`src/source/conv1_pkg.sv`:
```
package conv1_pkg;

  // ============================================================
  // layer geometry and arithmetic
  // ============================================================
  localparam int CH_NUM    = 4;     // input channels, also slices per word
  localparam int BW_ACT    = 12;
  localparam int BW_PARAM  = 8;
  localparam int TAPS      = 9;     // 3x3 kernel
  localparam int GRID      = 6;     // compute positions per side
  localparam int ACC_SHIFT = 7;
  localparam int OUT_MAX   = 2047;

  // channel 0 in the top slice; lane = dy*2 + dx, lane 0 lowest
  typedef logic [0:CH_NUM-1][3:0][BW_ACT-1:0] act_word_t;

  // row-major taps, tap 0 on top
  typedef logic [0:TAPS-1][BW_PARAM-1:0] weight_word_t;

  typedef struct packed {
    logic [5:0] a0;
    logic [5:0] a1;
    logic [5:0] a2;
    logic [5:0] a3;
  } act_rd_t;

  typedef struct packed {
    logic [2:0] row;
    logic [2:0] col;
    logic [1:0] sub;    // output pixel inside the position
    logic [2:0] ofmap;
    logic       fire;   // real compute cycle
  } wb_cmd_t;

  typedef struct packed {
    logic                       wen;       // active low
    logic [4:0]                 addr;
    logic [0:CH_NUM-1][3:0]     wordmask;  // 0 = write lane
    act_word_t                  wdata;
  } out_wr_t;

  typedef enum logic [1:0] {
    idle,
    load,
    compute
  } layer_state_e;

endpackage

```
`src/source/conv1_sequencer.sv`:
```
`timescale 1ns/1ps

module conv1_sequencer #(
  parameter int OFMAP_NUM = 8
) (
  input  logic               clk,
  input  logic               srst_n,
  input  logic               enable,
  output conv1_pkg::act_rd_t act_rd,
  output logic [8:0]         weight_raddr,
  output logic [5:0]         bias_raddr,
  output logic [1:0]         load_idx,
  output logic               load_strobe,
  output conv1_pkg::wb_cmd_t cmd,
  output logic               done
);

  localparam logic [2:0] last_idx = 3'(conv1_pkg::GRID - 1);
  localparam logic [2:0] last_map = 3'(OFMAP_NUM - 1);

  conv1_pkg::layer_state_e state;
  logic [2:0] cnt;       // load step
  logic [2:0] row;
  logic [2:0] col;
  logic [1:0] sub;
  logic [2:0] ofmap;
  logic [2:0] rd_row;    // one position ahead of row/col
  logic [2:0] rd_col;
  logic       last_pos;
  logic       ld_strobe_q;
  logic [1:0] ld_idx_q;
  logic [2:0] qr_even;
  logic [2:0] qr_odd;
  logic [2:0] qc_even;
  logic [2:0] qc_odd;

  function automatic logic [5:0] quad_addr(input logic [2:0] qr, input logic [2:0] qc);
    return {1'b0, qr, 2'b00} + {3'b000, qc};
  endfunction

  assign last_pos = (row == last_idx) && (col == last_idx) && (sub == 2'd3);

  // quad/2 of the even and odd quad row/col covered by the read position
  assign qr_even = (rd_row + 3'd1) >> 1;
  assign qr_odd  = rd_row >> 1;
  assign qc_even = (rd_col + 3'd1) >> 1;
  assign qc_odd  = rd_col >> 1;

  // ============================================================
  // layer FSM and counters
  // ============================================================
  always_ff @(posedge clk) begin
    if (!srst_n) begin
      state  <= conv1_pkg::idle;
      cnt    <= '0;
      row    <= '0;
      col    <= '0;
      sub    <= '0;
      ofmap  <= '0;
      rd_row <= '0;
      rd_col <= '0;
    end else begin
      case (state)
        conv1_pkg::idle: begin
          if (enable) state <= conv1_pkg::load;
        end
        conv1_pkg::load: begin
          cnt <= cnt + 3'd1;
          if (cnt == 3'd5) begin
            state  <= conv1_pkg::compute;
            cnt    <= '0;
            rd_col <= 3'd1;  // position 0 already addressed
          end
        end
        conv1_pkg::compute: begin
          sub <= sub + 2'd1;
          if (last_pos) begin
            row    <= '0;
            col    <= '0;
            rd_row <= '0;
            rd_col <= '0;
            if (ofmap == last_map) begin
              state <= conv1_pkg::idle;
              ofmap <= '0;
            end else begin
              state <= conv1_pkg::load;
              ofmap <= ofmap + 3'd1;
            end
          end else if (sub == 2'd3) begin
            if (col == last_idx) begin
              row <= row + 3'd1;
              col <= '0;
            end else begin
              col <= col + 3'd1;
            end
            if (rd_col == last_idx) begin
              rd_row <= rd_row + 3'd1;
              rd_col <= '0;
            end else begin
              rd_col <= rd_col + 3'd1;
            end
          end
        end
        default: state <= conv1_pkg::idle;
      endcase
    end
  end

  always_ff @(posedge clk) begin
    if (!srst_n) begin
      cmd         <= '0;
      done        <= 1'b0;
      ld_strobe_q <= 1'b0;
      load_strobe <= 1'b0;
    end else begin
      cmd.row     <= row;
      cmd.col     <= col;
      cmd.sub     <= sub;
      cmd.ofmap   <= ofmap;
      cmd.fire    <= (state == conv1_pkg::compute);
      done        <= (state == conv1_pkg::compute) && last_pos && (ofmap == last_map);
      ld_strobe_q <= (state == conv1_pkg::load) && !cnt[2];
      load_strobe <= ld_strobe_q;  // lines up with weight read data
    end
  end

  // SRAM addresses
  always_ff @(posedge clk) begin
    ld_idx_q     <= cnt[1:0];
    load_idx     <= ld_idx_q;
    weight_raddr <= {4'b0000, ofmap, cnt[1:0]};
    bias_raddr   <= {3'b000, ofmap};
    act_rd.a0    <= quad_addr(qr_even, qc_even);
    act_rd.a1    <= quad_addr(qr_even, qc_odd);
    act_rd.a2    <= quad_addr(qr_odd, qc_even);
    act_rd.a3    <= quad_addr(qr_odd, qc_odd);
  end

endmodule

```
`config.mk`:
```
export PLATFORM = sky130hd
export DESIGN_NAME = conv1_sequencer
export DESIGN_NICKNAME = d
export VERILOG_FILES = /design/src/source/conv1_pkg.sv /design/src/source/conv1_sequencer.sv
export SDC_FILE = /design/constraint.sdc
export NUM_CORES = 1
export LEC_CHECK = 0
export BUFFER_PORTS_ARGS = -buffer_cell sky130_fd_sc_hd__buf_2
export CAP_MARGIN = 30
export CORE_ASPECT_RATIO = 0.9
export CORE_MARGIN = 10
export CORE_UTILIZATION = 48
export CTS_BUF_LIST = sky130_fd_sc_hd__clkbuf_4
export DETAILED_ROUTE_END_ITERATION = 12
export GPL_ROUTABILITY_DRIVEN = 0
export GPL_TIMING_DRIVEN = 0
export PLACE_DENSITY_LB_ADDON = 0.3
export REMOVE_ABC_BUFFERS = 1
export SLEW_MARGIN = 20
export SYNTH_ARGS = -nofsm -noshare
export SYNTH_HDL_FRONTEND = slang
export SYNTH_SLANG_ARGS = --single-unit
export TNS_END_PERCENT = 20
```
`constraint.sdc`:
```
create_clock -name clk -period 1.5 [get_ports clk]
set_input_delay 0.15 -clock clk [delete_from_list [all_inputs] [get_ports clk]]
set_output_delay 0.15 -clock clk [all_outputs]
set_load 0.01 [all_outputs]
```
; ---- After elaboration in Yosys (flattened, before gate mapping)
; Cells that the tools add are included.
[word_totals]
word_cells = 85
regBits = 69
inputBits = 3
[op_classes]
n_reduce_logical = 17
n_eq_ne = 12
n_addsub = 11
muxes = 21
[ops]
columns = cell, count
row1 = two-way mux 3 bit, 15
row2 = adder 4 x 2 -> 5 bit, 4
row3 = adder 3 x 1 -> 3 bit (second input constant), 6
row4 = == test 3 bit (second input constant), 5
row5 = AND reduction 3 bit, 4
row6 = nonzero test 2 bit, 4
row7 = two-way mux 2 bit, 3
row8 = != test 2 bit (second input constant), 3
row9 = case mux 2 bit (3 select lines), 1
row10 = case mux 3 bit (2 select lines), 1
row11 = logical AND 1 bit, 5
row12 = == test 2 bit (second input constant), 2
row13 = AND reduction 2 bit, 2
row14 = != test 3 bit (second input constant), 1
row15 = adder 2 x 1 -> 2 bit (second input constant), 1
row16 = == test 2 x 1 -> 1 bit (second input constant), 1
row17 = zero test 2 bit, 1
row18 = zero test 1 bit, 1
row19 = two-way mux 1 bit, 1

; ---- Longest topological paths before layout
; Gate-level depths: netlist of run 1.
[depth]
depth_word = 5
ltp_mapped = 6

; ---- Worst setup path before layout of run 1
; Ideal clock, no wire load.
[synth_path]
kind = register to register
startpoint = reg sub[0]
endpoint = reg ofmap[0]
setup_slack_ps = 99
t_arrival_ps = 1274
setup_ps = 128
path_buffers = 1
path_stages_with_launch = 7
synth_period_minus_slack_ps = 1401
path_cell_list = dfxtp_1 -> ha_1 -> and4b_1 -> and4_1 -> buf_6 -> mux2i_1 -> nor2_1
[synth_between]
elab_chain_cells = 3
[synth_rtl]
columns = item, line
row1 = from (decl), conv1_sequencer.sv:25  ; logic [1:0] sub;
row2 = from (signal assigned), conv1_sequencer.sv:76  ; sub <= sub + 2'd1;
row3 = == test 2 bit, conv1_sequencer.sv:41  ; assign last_pos = (row == last_idx) && (col == last_idx) && (sub == 2'd3);
row4 = logical AND 1 bit, conv1_sequencer.sv:41
row5 = AND reduction 2 bit (no source line), -
row6 = to (signal assigned), conv1_sequencer.sv:87  ; ofmap <= ofmap + 3'd1;
row7 = to (decl), conv1_sequencer.sv:26  ; logic [2:0] ofmap;
; No other way between the ends.
; A chain may end at the register's enable or synchronous reset.

; ---- Final worst setup path of run 1
[layout_path]
startpoint = reg sub[0]
endpoint = reg rd_col[0]
[layout_between]
elab_chain_cells = 4
elab_cells_between_ends = 6
cone_classes = eq/ne: 2 / mux: 2 / reduce/logical: 2
[layout_rtl]
columns = item, line
row1 = == test 2 bit *, "conv1_sequencer.sv:41, conv1_sequencer.sv:89"
row2 = logical AND 1 bit, conv1_sequencer.sv:41
row3 = != test 3 bit (no source line) or two-way mux 3 bit (tied branches), -
row4 = AND reduction 3 bit (no source line) or case mux 3 bit (2 select lines) (tied branches), -
row5 = to (signal assigned), conv1_sequencer.sv:100  ; rd_col <= rd_col + 3'd1;
row6 = to (decl), conv1_sequencer.sv:28  ; logic [2:0] rd_col;
; Mark *: on every way between the ends. The rest lies on a longest branch, timed or not.

==> results of run 1 <==
-- layout make-up --
| type | count | area, um2 | area share (%) |
|---|---|---|---|
| repair buffers | 47 | 247.7 | 10.63 |
| well taps | 48 | 60.06 | 2.578 |
| clock buffers | 5 | 37.54 | 1.611 |
| inverters | 6 | 22.52 | 0.9667 |
| clock inverters | 3 | 90.09 | 3.867 |
| multi-input cells | 122 | 825.8 | 35.45 |
| flip-flops and latches | 52 | 1046 | 44.90 |
-- where the power goes --
part	internal, uW	switching [uW]
clock	686	413
combinational	22.3	53.0
sequential	1400	11.9
-- kinds of logic (layout without fill, tap and decap cells) --
kind of cell,Yosys count,count (layout)
flip-flops,52,52
other,1,15
AO/OA/AOI/OAI,18,18
AND/OR/NAND/NOR,66,66
multiplexers,8,8
adder cells (fa/ha/maj),9,9
XOR/XNOR,6,6
buffers and inverters,38,61
-- per-stage QoR --
stage	setup WS [ns]	utilization, %	hold slack [ns]	area, um2
detailed placement	-0.1959	52.18	0.3349	2126
CTS	0.03834	56.48	0.1686	2301
finish	0.06266	57.19	0.1834	2330
floorplan	0.02871	-	0.2717	1856
global placement	-0.1820	52.18	0.3329	2126
global route	-0.01865	57.19	0.1900	2330
-- final timing paths --
check / start / end / slack (ns) / cells after the start
setup / recovery: sub[0] / rd_col[0] / 0.06 / 5
hold reg to reg: ld_idx_q[0] / load_idx[0] / 0.36 / 0
setup reg to reg: sub[0] / rd_col[0] / 0.06 / 5
hold / removal: srst_n / rd_row[2] / 0.18 / 3
-- routing by layer --
| metal | GRT usage, % | vias up | share of wire, % | wire length (um) |
|---|---|---|---|---|
| met5 | 0 | - | 0 | 0 |
| met3 | 3.363 | 5 | 6.1 | 211 |
| met2 | 16.44 | 42 | 47 | 1631 |
| met1 | 10.53 | 599 | 45 | 1557 |
| li1 | - | 686 | - | - |
| met4 | 5.323 | 0 | 2.0 | 68 |
-- worst max-delay path, stage by stage (launching register included) --
cell	delay, ns
sky130_fd_sc_hd__dfxtp_4	0.39
sky130_fd_sc_hd__ha_4	0.16
sky130_fd_sc_hd__and4b_1	0.25
sky130_fd_sc_hd__nand3_4	0.13
sky130_fd_sc_hd__a21o_4	0.26
sky130_fd_sc_hd__and3_1	0.17
-- cells in the final DEF, fill, tap and decap left out, types with 2 or more instances in the layout --
master / count
sky130_fd_sc_hd__dfxtp_1: 50
sky130_fd_sc_hd__buf_2: 42
sky130_fd_sc_hd__nor2_1: 16
sky130_fd_sc_hd__conb_1: 15
sky130_fd_sc_hd__and2_1: 13
sky130_fd_sc_hd__nand2_1: 12
sky130_fd_sc_hd__a21oi_1: 10
sky130_fd_sc_hd__mux2i_1: 8
sky130_fd_sc_hd__ha_1: 8
sky130_fd_sc_hd__inv_1: 6
sky130_fd_sc_hd__clkbuf_4: 5
sky130_fd_sc_hd__buf_4: 5
sky130_fd_sc_hd__xor2_1: 4
sky130_fd_sc_hd__nand3b_1: 4
sky130_fd_sc_hd__nor3_1: 3
sky130_fd_sc_hd__bufinv_16: 3
sky130_fd_sc_hd__nand2b_1: 2
sky130_fd_sc_hd__and3_1: 2
sky130_fd_sc_hd__xnor2_1: 2
sky130_fd_sc_hd__nand3_1: 2
sky130_fd_sc_hd__nor3b_1: 2
-- what timing repair did --
| action | in CTS | in global routing |
|---|---|---|
| hold buffers | 0 | 0 |
| buffers inserted | 2 | 3 |
| pin swaps | 0 | 1 |
| resized for setup | 8 | 2 |
| endpoints found under the setup margin | 14 | 6 |
==> reports/metrics.yaml, run 1 <==
logic_synthesis:
  synth_edf_count: 0
  synth_cell_types: 37
  yosys-top-cells-area: "sky130_fd_sc_hd__dfxtp_1, sky130_fd_sc_hd__buf_4, sky130_fd_sc_hd__ha_1"
  asyncSetResetFlopFracSynth_pct: 0
  synth_compound_gate_area_share_pct: 5.470
  seq_area_frac_synth_pct: 51.14
  yosys-top-cells-count: "sky130_fd_sc_hd__dfxtp_1, sky130_fd_sc_hd__buf_4, sky130_fd_sc_hd__nor2_1, sky130_fd_sc_hd__and2_1, sky130_fd_sc_hd__nand2_1"
  synth_xor_area_share_pct: 2.581
  synth_top_family_by_area: "simple AND/OR/NAND/NOR gates"
  syn_area_per_cell_um2: 10.28
  ys_ff_latch: 52
  post-synth-top-count-cell: "sky130_fd_sc_hd__dfxtp_1"
  yosys.area.top_type_share_pct: 51.14
  syn_inst: 198
  most_used_flip_flop_cell_after_synthesis: "sky130_fd_sc_hd__dfxtp_1"
  synth_warnings: 0
  synthAdderAreaFrac_pct: 5.532
  synth_area_in_simple_gates_pct: 18.62
  synth.mux.area_fraction_pct: 3.934
  netlist_area_um2: 2036
  synth_largest_area_cell: "sky130_fd_sc_hd__dfxtp_1"
sta:
  setup_repair_after_global_routing_missed_its_margin: "true"
  transition_time_at_the_pin_with_the_least_slew_margin_ns: 0.6361
  finalSetupViolCount: 0
  final_total_negative_setup_slack_ns: 0
  clock_skew_ns: 0.006156
  timing.final.crit_period_ns: 1.437
  final_max_slew_viol_count: 0
  hold_viol_final: 0
  fmax_ghz: 0.6957
  fin_crit_sh_pct: 95.82
  max-slew-margin-rel_pct: 57.55
clock_network:
  cts_buffers: 5
  clock_insertion_delay_worst_skew_ns: 0.36
  clkTransAtPathRegs_ns: 0.14
  cts-htree-levels: 2
  clock_tree_buf_depth: 2
  clock_sink_count: 52
  cts_tree: "done"
  root_buffer: "sky130_fd_sc_hd__clkbuf_4"
route:
  detailedRoute.firstIterationViolations: 37
  detail_route_antenna_nets: 0
  via_count: 1332
  postRouteWirelength_um: 3468
  drt-vias-per-instance: 4.707
  route.detailed.wl_per_inst_um: 12.25
  drtPass1Iterations: 4
  drcViolationCount: 0
setup_path:
  criticalPathCategory: "reg2reg"
  critical_path.endpoint_type: "register"
  setup.worst_path.start_class: "register"
  worst_ep_arrival_time_ns: 1.71
  timing.critical_path.required_ns: 1.77
  worstPathMaxFanout: 6
floorplanning:
  fp.dieArea_um2: 7249
  initial_core_util_pct: 49.97
  y_dimension_of_the_die_um: 81.78
  std_cell_rows: 22
  die_w_um: 88.65
  pin_count: 58
  design.core.area_um2: 4074
global_route:
  grt_first_pass_wirelength_um: 5623
  antenna_found_initial: 0
  grt_overflow_total: 0
  grt_util_all_layers_pct: 9.728
  first_global_vias: 1297
  grt_max_degree: 22
finish:
  syn_to_final_growth_pct: 14.44
  drive_gt1_share_pct: 28.51
  antenna_cells: 0
  largest_register_ffs: 12
  filler_cell_count: 363
  reg.largest.list: "cmd: 12 flops, act_rd: 8 flops"
  layoutNonFillerInstCount: 283
  largest-register: "cmd"
  final_nets: 246
place:
  port_buffers: 42
  place.detailed.instances: 270
  dpl.hpwl_um: 2588
job:
  max-cap-violations: 0
hold_path:
  holdCritPathClass: "in2reg"
pwr:
  power_density_over_the_cells_nw_per_um2: 1110
  power.ir.vdd_worst_uv: 407.7
  total_power_after_layout_uw: 2585
  power.leakage_uw: 0.001125
outcome:
  run_status: "finished, final reports clean"
Power figures use the tool's default switching activity.
==> run 2: changes to the inputs <==
--- a/config.mk
+++ b/config.mk
@@ -9,8 +9,7 @@
 export CAP_MARGIN = 30
 export CORE_ASPECT_RATIO = 0.9
 export CORE_MARGIN = 10
-export CORE_UTILIZATION = 48
-export CTS_BUF_LIST = sky130_fd_sc_hd__clkbuf_4
+export CORE_UTILIZATION = 46
 export DETAILED_ROUTE_END_ITERATION = 12
 export GPL_ROUTABILITY_DRIVEN = 0
 export GPL_TIMING_DRIVEN = 0
==> run 2 against run 1 <==
Final area decreased by 0.86%. Sequential power about the same. Largest power group unchanged. Critical endpoint unchanged. Highest routed layer unchanged. Clock power decreased by 29%. Count of clock-buffer cells in the layout up 1.
==> reports/metrics.yaml, run 2 (synthesis gave the netlist of run 1 again) <==
outcome:
  run_status: "finished, final reports clean"  # unchanged
floorplanning:
  design.core.area_um2: 4184  # was 4074 um2
  pin_count: 58  # unchanged
  die_w_um: 90.12  # was 88.65 um
  initial_core_util_pct: 48.65  # was 49.97%
  y_dimension_of_the_die_um: 83.11  # was 81.78 um
  std_cell_rows: 22  # unchanged
  fp.dieArea_um2: 7490  # was 7249 um2
pwr:
  power.leakage_uw: 0.001106  # was 0.001125 uW
  power_density_over_the_cells_nw_per_um2: 978.4  # was 1110 nW/um2
  power.ir.vdd_worst_uv: 511.5  # was 407.7 uV
route:
  route.detailed.wl_per_inst_um: 12.48  # was 12.25 um
  drt-vias-per-instance: 4.539  # was 4.707
  drcViolationCount: 0  # unchanged
  detailedRoute.firstIterationViolations: 52  # was 37
  drtPass1Iterations: 4  # unchanged
  via_count: 1330  # was 1332
  postRouteWirelength_um: 3657  # was 3468 um
  detail_route_antenna_nets: 0  # unchanged
global_route:
  grt_max_degree: 22  # unchanged
  grt_first_pass_wirelength_um: 5996  # was 5623 um
  antenna_found_initial: 0  # unchanged
  grt_util_all_layers_pct: 9.505  # was 9.728%
  grt_overflow_total: 0  # unchanged
  first_global_vias: 1350  # was 1297
sta:
  fmax_ghz: 0.6775  # was 0.6957 GHz
  final_total_negative_setup_slack_ns: 0  # unchanged
  hold_viol_final: 0  # unchanged
  setup_repair_after_global_routing_missed_its_margin: "true"  # unchanged
  timing.final.crit_period_ns: 1.476  # was 1.437 ns
  transition_time_at_the_pin_with_the_least_slew_margin_ns: 0.6422  # was 0.6361 ns
  clock_skew_ns: 0.006138  # was 0.006156 ns
  worst_path_setup_slack_after_routing_ns: 0.02399  # was 0.06266 ns
  max-slew-margin-rel_pct: 57.14  # was 57.55%
  finalSetupViolCount: 0  # unchanged
  whs_ns: 0.2546  # was 0.1834 ns
  fin_crit_sh_pct: 98.40  # was 95.82%
  final_max_slew_viol_count: 0  # unchanged
finish:
  largest-register: "cmd"  # unchanged
  layout.cells.most_common: "sky130_fd_sc_hd__dfxtp_1"  # unchanged
  drive_gt1_share_pct: 27.47  # was 28.51%
  fin_util_pct: 55.20  # was 57.19%
  largest_register_ffs: 12  # unchanged
  layout.cells.most_common_list: "sky130_fd_sc_hd__dfxtp_1, sky130_fd_sc_hd__buf_2, sky130_fd_sc_hd__nor2_1"  # unchanged
  filler_cell_count: 407  # was 363
  antenna_cells: 0  # unchanged
  finish.instance_area_um2: 2310  # was 2330 um2
  final_nets: 244  # was 246
  syn_to_final_growth_pct: 13.46  # was 14.44%
  reg.largest.list: "cmd: 12 flops, act_rd: 8 flops"  # unchanged
place:
  dp_slack_ns: -0.2219  # was -0.1959 ns
  dpl.hpwl_um: 2511  # was 2588 um
  port_buffers: 42  # unchanged
  placement.cell_area_um2: 2141  # was 2126 um2
setup_path:
  worst_case_register_to_register_setup_slack_ns: 0.02  # was 0.06 ns
  criticalPathCategory: "reg2reg"  # unchanged
  critical_path.max_stage_delay_ns: 0.38  # was 0.39 ns
  worstRegToRegCells: 5  # unchanged
  r2r-start: "sub[0]"  # unchanged
  end_of_the_worst_register_to_register_path: "rd_col[0]"  # unchanged
  worstPathMaxFanout: 6  # unchanged
  timing.critical_path.required_ns: 1.71  # was 1.77 ns
  worst_ep_arrival_time_ns: 1.68  # was 1.71 ns
  cp_slowest_cell: "sky130_fd_sc_hd__dfxtp_4"  # unchanged
  critical_path.endpoint_type: "register"  # unchanged
  worst-path-buf-inv: 0  # unchanged
  critical_path.cell_chain: "ha_4 -> and4b_2 -> nand3_4 -> a21o_4 -> and3_1"  # was ha_4 -> and4b_1 -> nand3_4 -> a21o_4 -> and3_1
  setup.worst_path.start_class: "register"  # unchanged
  cp_top_family: "simple AND/OR/NAND/NOR gates"  # unchanged
clock_network:
  clock_sink_count: 52  # unchanged
  cts_tree: "done"  # unchanged
  cts-htree-levels: 2  # unchanged
  clock_insertion_delay_worst_skew_ns: 0.30  # was 0.36 ns
  clkTransAtPathRegs_ns: 0.09  # was 0.14 ns
  cts-hold-fix-buffers: 0  # unchanged
  clock_tree_buf_depth: 2  # unchanged
  root_buffer: "sky130_fd_sc_hd__clkbuf_8"  # was sky130_fd_sc_hd__clkbuf_4
  cts_buffers: 5  # unchanged
job:
  max-cap-violations: 0  # unchanged
hold_path:
  whs_path_depth: 3  # unchanged
  worstHoldEndpoint: "rd_row[0]"  # was rd_row[2]
  holdCritPathClass: "in2reg"  # unchanged
  hold_path.startpoint: "srst_n"  # unchanged
run 2: timing repair:
action	in CTS	in global routing
endpoints found under the setup margin	13	7
resized for setup	8	6
buffers inserted	3	0
pin swaps	1	1
run 2: worst reg2reg max path, stage by stage (launching register included):
cell	delay [ns]
sky130_fd_sc_hd__dfxtp_4	0.38
sky130_fd_sc_hd__ha_4	0.17
sky130_fd_sc_hd__and4b_2	0.27
sky130_fd_sc_hd__nand3_4	0.13
sky130_fd_sc_hd__a21o_4	0.26
sky130_fd_sc_hd__and3_1	0.17
run 2: report_power, final:
group | internal [uW] | switching, uW
combinational | 23.0 | 52.9
clock | 332 | 445
sequential | 1390 | 11.9
total | 1750 | 510
run 2: metal layers:
layer  up-vias  routed length [um]  GRT usage [%]
met1       601                1612          10.05
li1        679                   -              -
met5         -                   0              0
met2        44                1643          15.16
met4         0                  51          3.305
met3         6                 350          5.935
run 2: final cells by class:
cell class	count	area [um2]	area share [%]
inverters	6	22.52	0.9751
well taps	60	75.07	3.250
clock buffers	6	72.57	3.142
multi-input cells	122	838.3	36.29
repair buffers	45	236.5	10.24
clock inverters	2	16.27	0.7042
flip-flops and latches	52	1049	45.40
run 2: worst max-delay path by stage:
stage          startpoint        end  slack, ns  cells past startpoint
2_1_floorplan      sub[0]  rd_col[0]       0.03                      5
3_3_place_gp       sub[0]  rd_col[0]      -0.19                      5
3_5_place_dp       sub[0]  rd_col[0]      -0.22                      5
4_1_cts            sub[1]  rd_col[0]       0.05                      5
5_1_grt            sub[0]   ofmap[0]      -0.03                      5
6_report           sub[0]  rd_col[0]       0.02                      5
run 2: metrics by stage:
step | total power (uW) | instances
after global placement | 1517 | 282
after global routing | 2351 | 293
after detailed placement | 1517 | 282
after CTS | 2295 | 293
after floorplan | 1488 | 180
final | 2260 | 293
==> run 3: changes to the inputs <==
--- a/config.mk
+++ b/config.mk
@@ -9,7 +9,7 @@
 export CAP_MARGIN = 30
 export CORE_ASPECT_RATIO = 0.9
 export CORE_MARGIN = 10
-export CORE_UTILIZATION = 46
+export CORE_UTILIZATION = 30
 export DETAILED_ROUTE_END_ITERATION = 12
 export GPL_ROUTABILITY_DRIVEN = 0
 export GPL_TIMING_DRIVEN = 0
==> run 3 against run 2 <==
Die area up 40%. Global-route usage down 2.4 points. Hold slack better by 0.014 ns. Clock power up 3.9%. Via count down 2.0%. Count of clock-buffer cells in the layout up 1. Maximum frequency up 2.5%. Critical path type unchanged. Largest cell class unchanged.
==> reports/metrics.yaml, run 3 (synthesis gave the netlist of run 1 again) <==
outcome:
  run_status: "finished, final reports clean"  # unchanged
place:
  dpl.hpwl_um: 2663  # was 2511 um
  port_buffers: 42  # unchanged
  place.detailed.instances: 312  # was 282
setup_path:
  cp_slowest_cell: "sky130_fd_sc_hd__dfxtp_4"  # unchanged
  setup.worst_path.start_class: "register"  # unchanged
  worst_setup_path_startpoint: "sub[0]"  # unchanged
  criticalPathCategory: "reg2reg"  # unchanged
  worst_case_register_to_register_setup_slack_ns: 0.06  # was 0.02 ns
  worstSetupEndpoint: "rd_col[0]"  # unchanged
  timing.critical_path.required_ns: 1.71  # about the same
  critical_path.cell_chain: "ha_4 -> and4b_2 -> nand3_4 -> a21o_4 -> and3_1"  # unchanged
  worstPathMaxFanout: 7  # was 6
  worst_ep_arrival_time_ns: 1.65  # was 1.68 ns
  critical_path.max_stage_delay_ns: 0.37  # was 0.38 ns
  worstRegToRegCells: 5  # unchanged
  end_of_the_worst_register_to_register_path: "rd_col[0]"  # unchanged
  r2r-start: "sub[0]"  # unchanged
  critical_path.endpoint_type: "register"  # unchanged
clock_network:
  root_buffer: "sky130_fd_sc_hd__clkbuf_8"  # unchanged
  cts_buffers: 5  # unchanged
  clock_sink_count: 52  # unchanged
  cts_tree: "done"  # unchanged
  cts-htree-levels: 2  # unchanged
  clock_insertion_delay_worst_skew_ns: 0.30  # about the same
  clkTransAtPathRegs_ns: 0.09  # about the same
  clock_tree_buf_depth: 2  # unchanged
finish:
  layout.cells.most_common_list: "sky130_fd_sc_hd__dfxtp_1, sky130_fd_sc_hd__buf_2, sky130_fd_sc_hd__nor2_1"  # unchanged
  layoutNonFillerInstCount: 322  # was 293
  antenna_cells: 0  # unchanged
  layout.cells.most_common: "sky130_fd_sc_hd__dfxtp_1"  # unchanged
  largest_register_ffs: 12  # unchanged
  drive_gt1_share_pct: 28.02  # was 27.47%
  reg.largest.list: "cmd: 12 flops, act_rd: 8 flops"  # unchanged
  final_nets: 243  # was 244
  syn_to_final_growth_pct: 14.57  # was 13.46%
  largest-register: "cmd"  # unchanged
pwr:
  power_density_over_the_cells_nw_per_um2: 982.9  # was 978.4 nW/um2
  power.ir.vdd_worst_uv: 362.1  # was 511.5 uV
  total_power_after_layout_uw: 2292  # was 2260 uW
  power.leakage_uw: 0.001089  # was 0.001106 uW
floorplanning:
  initial_core_util_pct: 30.91  # was 48.65%
  pin_count: 58  # unchanged
  die_w_um: 106.8  # was 90.12 um
  std_cell_rows: 28  # was 22
  design.core.area_um2: 6586  # was 4184 um2
  fp.dieArea_um2: 10490  # was 7490 um2
  y_dimension_of_the_die_um: 98.15  # was 83.11 um
sta:
  timing.final.crit_period_ns: 1.439  # was 1.476 ns
  setup_repair_after_global_routing_missed_its_margin: "true"  # unchanged
  transition_time_at_the_pin_with_the_least_slew_margin_ns: 0.6713  # was 0.6422 ns
  fmax_ghz: 0.6947  # was 0.6775 GHz
  clock_skew_ns: 0.009188  # was 0.006138 ns
  fin_crit_sh_pct: 95.97  # was 98.40%
  max-slew-margin-rel_pct: 55.20  # was 57.14%
  final_max_slew_viol_count: 0  # unchanged
  hold_viol_final: 0  # unchanged
  finalSetupViolCount: 0  # unchanged
global_route:
  grt_first_pass_wirelength_um: 6154  # was 5996 um
  grt_max_degree: 22  # unchanged
  grt_overflow_total: 0  # unchanged
  first_global_vias: 1293  # was 1350
  antenna_found_initial: 0  # unchanged
  grt_util_all_layers_pct: 7.072  # was 9.505%
route:
  drcViolationCount: 0  # unchanged
  via_count: 1304  # was 1330
  route.detailed.wl_per_inst_um: 11.38  # was 12.48 um
  detailedRoute.firstIterationViolations: 58  # was 52
  drtPass1Iterations: 4  # unchanged
  postRouteWirelength_um: 3663  # was 3657 um
  drt-vias-per-instance: 4.050  # was 4.539
  detail_route_antenna_nets: 0  # unchanged
hold_path:
  holdCritPathClass: "in2reg"  # unchanged
job:
  max-cap-violations: 0  # unchanged
-- run 3: cell types whose count changed in the layout (fill, tap and decap cells not counted), sizes merged --
| cell | previous run | this run |
|---|---|---|
| buf | 45 | 44 |
| clkbuf | 6 | 7 |
| clkinv | 1 | 0 |
-- run 3: area by class of cell --
cell class	count	area [um2]
fill	703	4254
sequential	52	1047
multi-input combinational	122	827.0
timing repair buffer	44	229.0
tap	90	112.6
clock buffer	7	86.33
inverter	6	22.52
clock inverter	1	7.507
-- run 3: worst min path at each step --
| stage | from | endpoint | slack, ns | depth (start not counted) |
|---|---|---|---|---|
| 5_1_grt | srst_n | rd_col[0] | 0.29 | 2 |
| 3_3_place_gp | ld_idx_q[0] | load_idx[0] | 0.34 | 0 |
| 6_report | srst_n | rd_row[2] | 0.27 | 3 |
| 4_1_cts | srst_n | rd_row[2] | 0.27 | 3 |
| 3_5_place_dp | ld_idx_q[0] | load_idx[0] | 0.34 | 0 |
| 2_1_floorplan | srst_n | state[0] | 0.27 | 1 |
-- run 3: through the flow --
step                      utilization [%]  TNS (ns)  hold WS, ns  setup slack [ns]  area [um2]
after floorplan                         -         0       0.2717           0.02871        1856
after global placement              33.07   -0.9532       0.3385           -0.2149        2178
after detailed placement            33.07   -0.9261       0.3368           -0.2102        2178
after CTS                           35.22         0       0.2675           0.04452        2320
after global routing                35.41  -0.01594       0.2932          -0.01178        2332
final                               35.41         0       0.2684           0.06051        2332
-- run 3: layer usage --
metal  GRT usage, %  up-vias  part of all wire [%]
met3          3.876        7                   9.9
met1          8.187      579                    46
li1               -      673                     -
met2          10.63       45                    42
met4          2.810        0                   1.6
met5              0        -                     0
-- run 3: critical path, delay by kind of cell (launching register included) --
kind	cells	cell delay (ns)
compound gates	1	0.26
fa+ha+maj	1	0.15
flops	1	0.37
simple gates	3	0.56
-- run 3: repair_timing --
action	4_1_cts	5_1_grt
hold buffers	0	0
pin swaps	1	1
resized for setup	8	5
cloned	0	0
setup endpoints to repair	12	7
setup buffers	2	0
-- run 3: report_power, final --
part | total, uW | internal (uW) | switching (uW)
registers | 1410 | 1400 | 12.5
logic | 76.1 | 22.3 | 53.8
clock network | 808 | 375 | 432
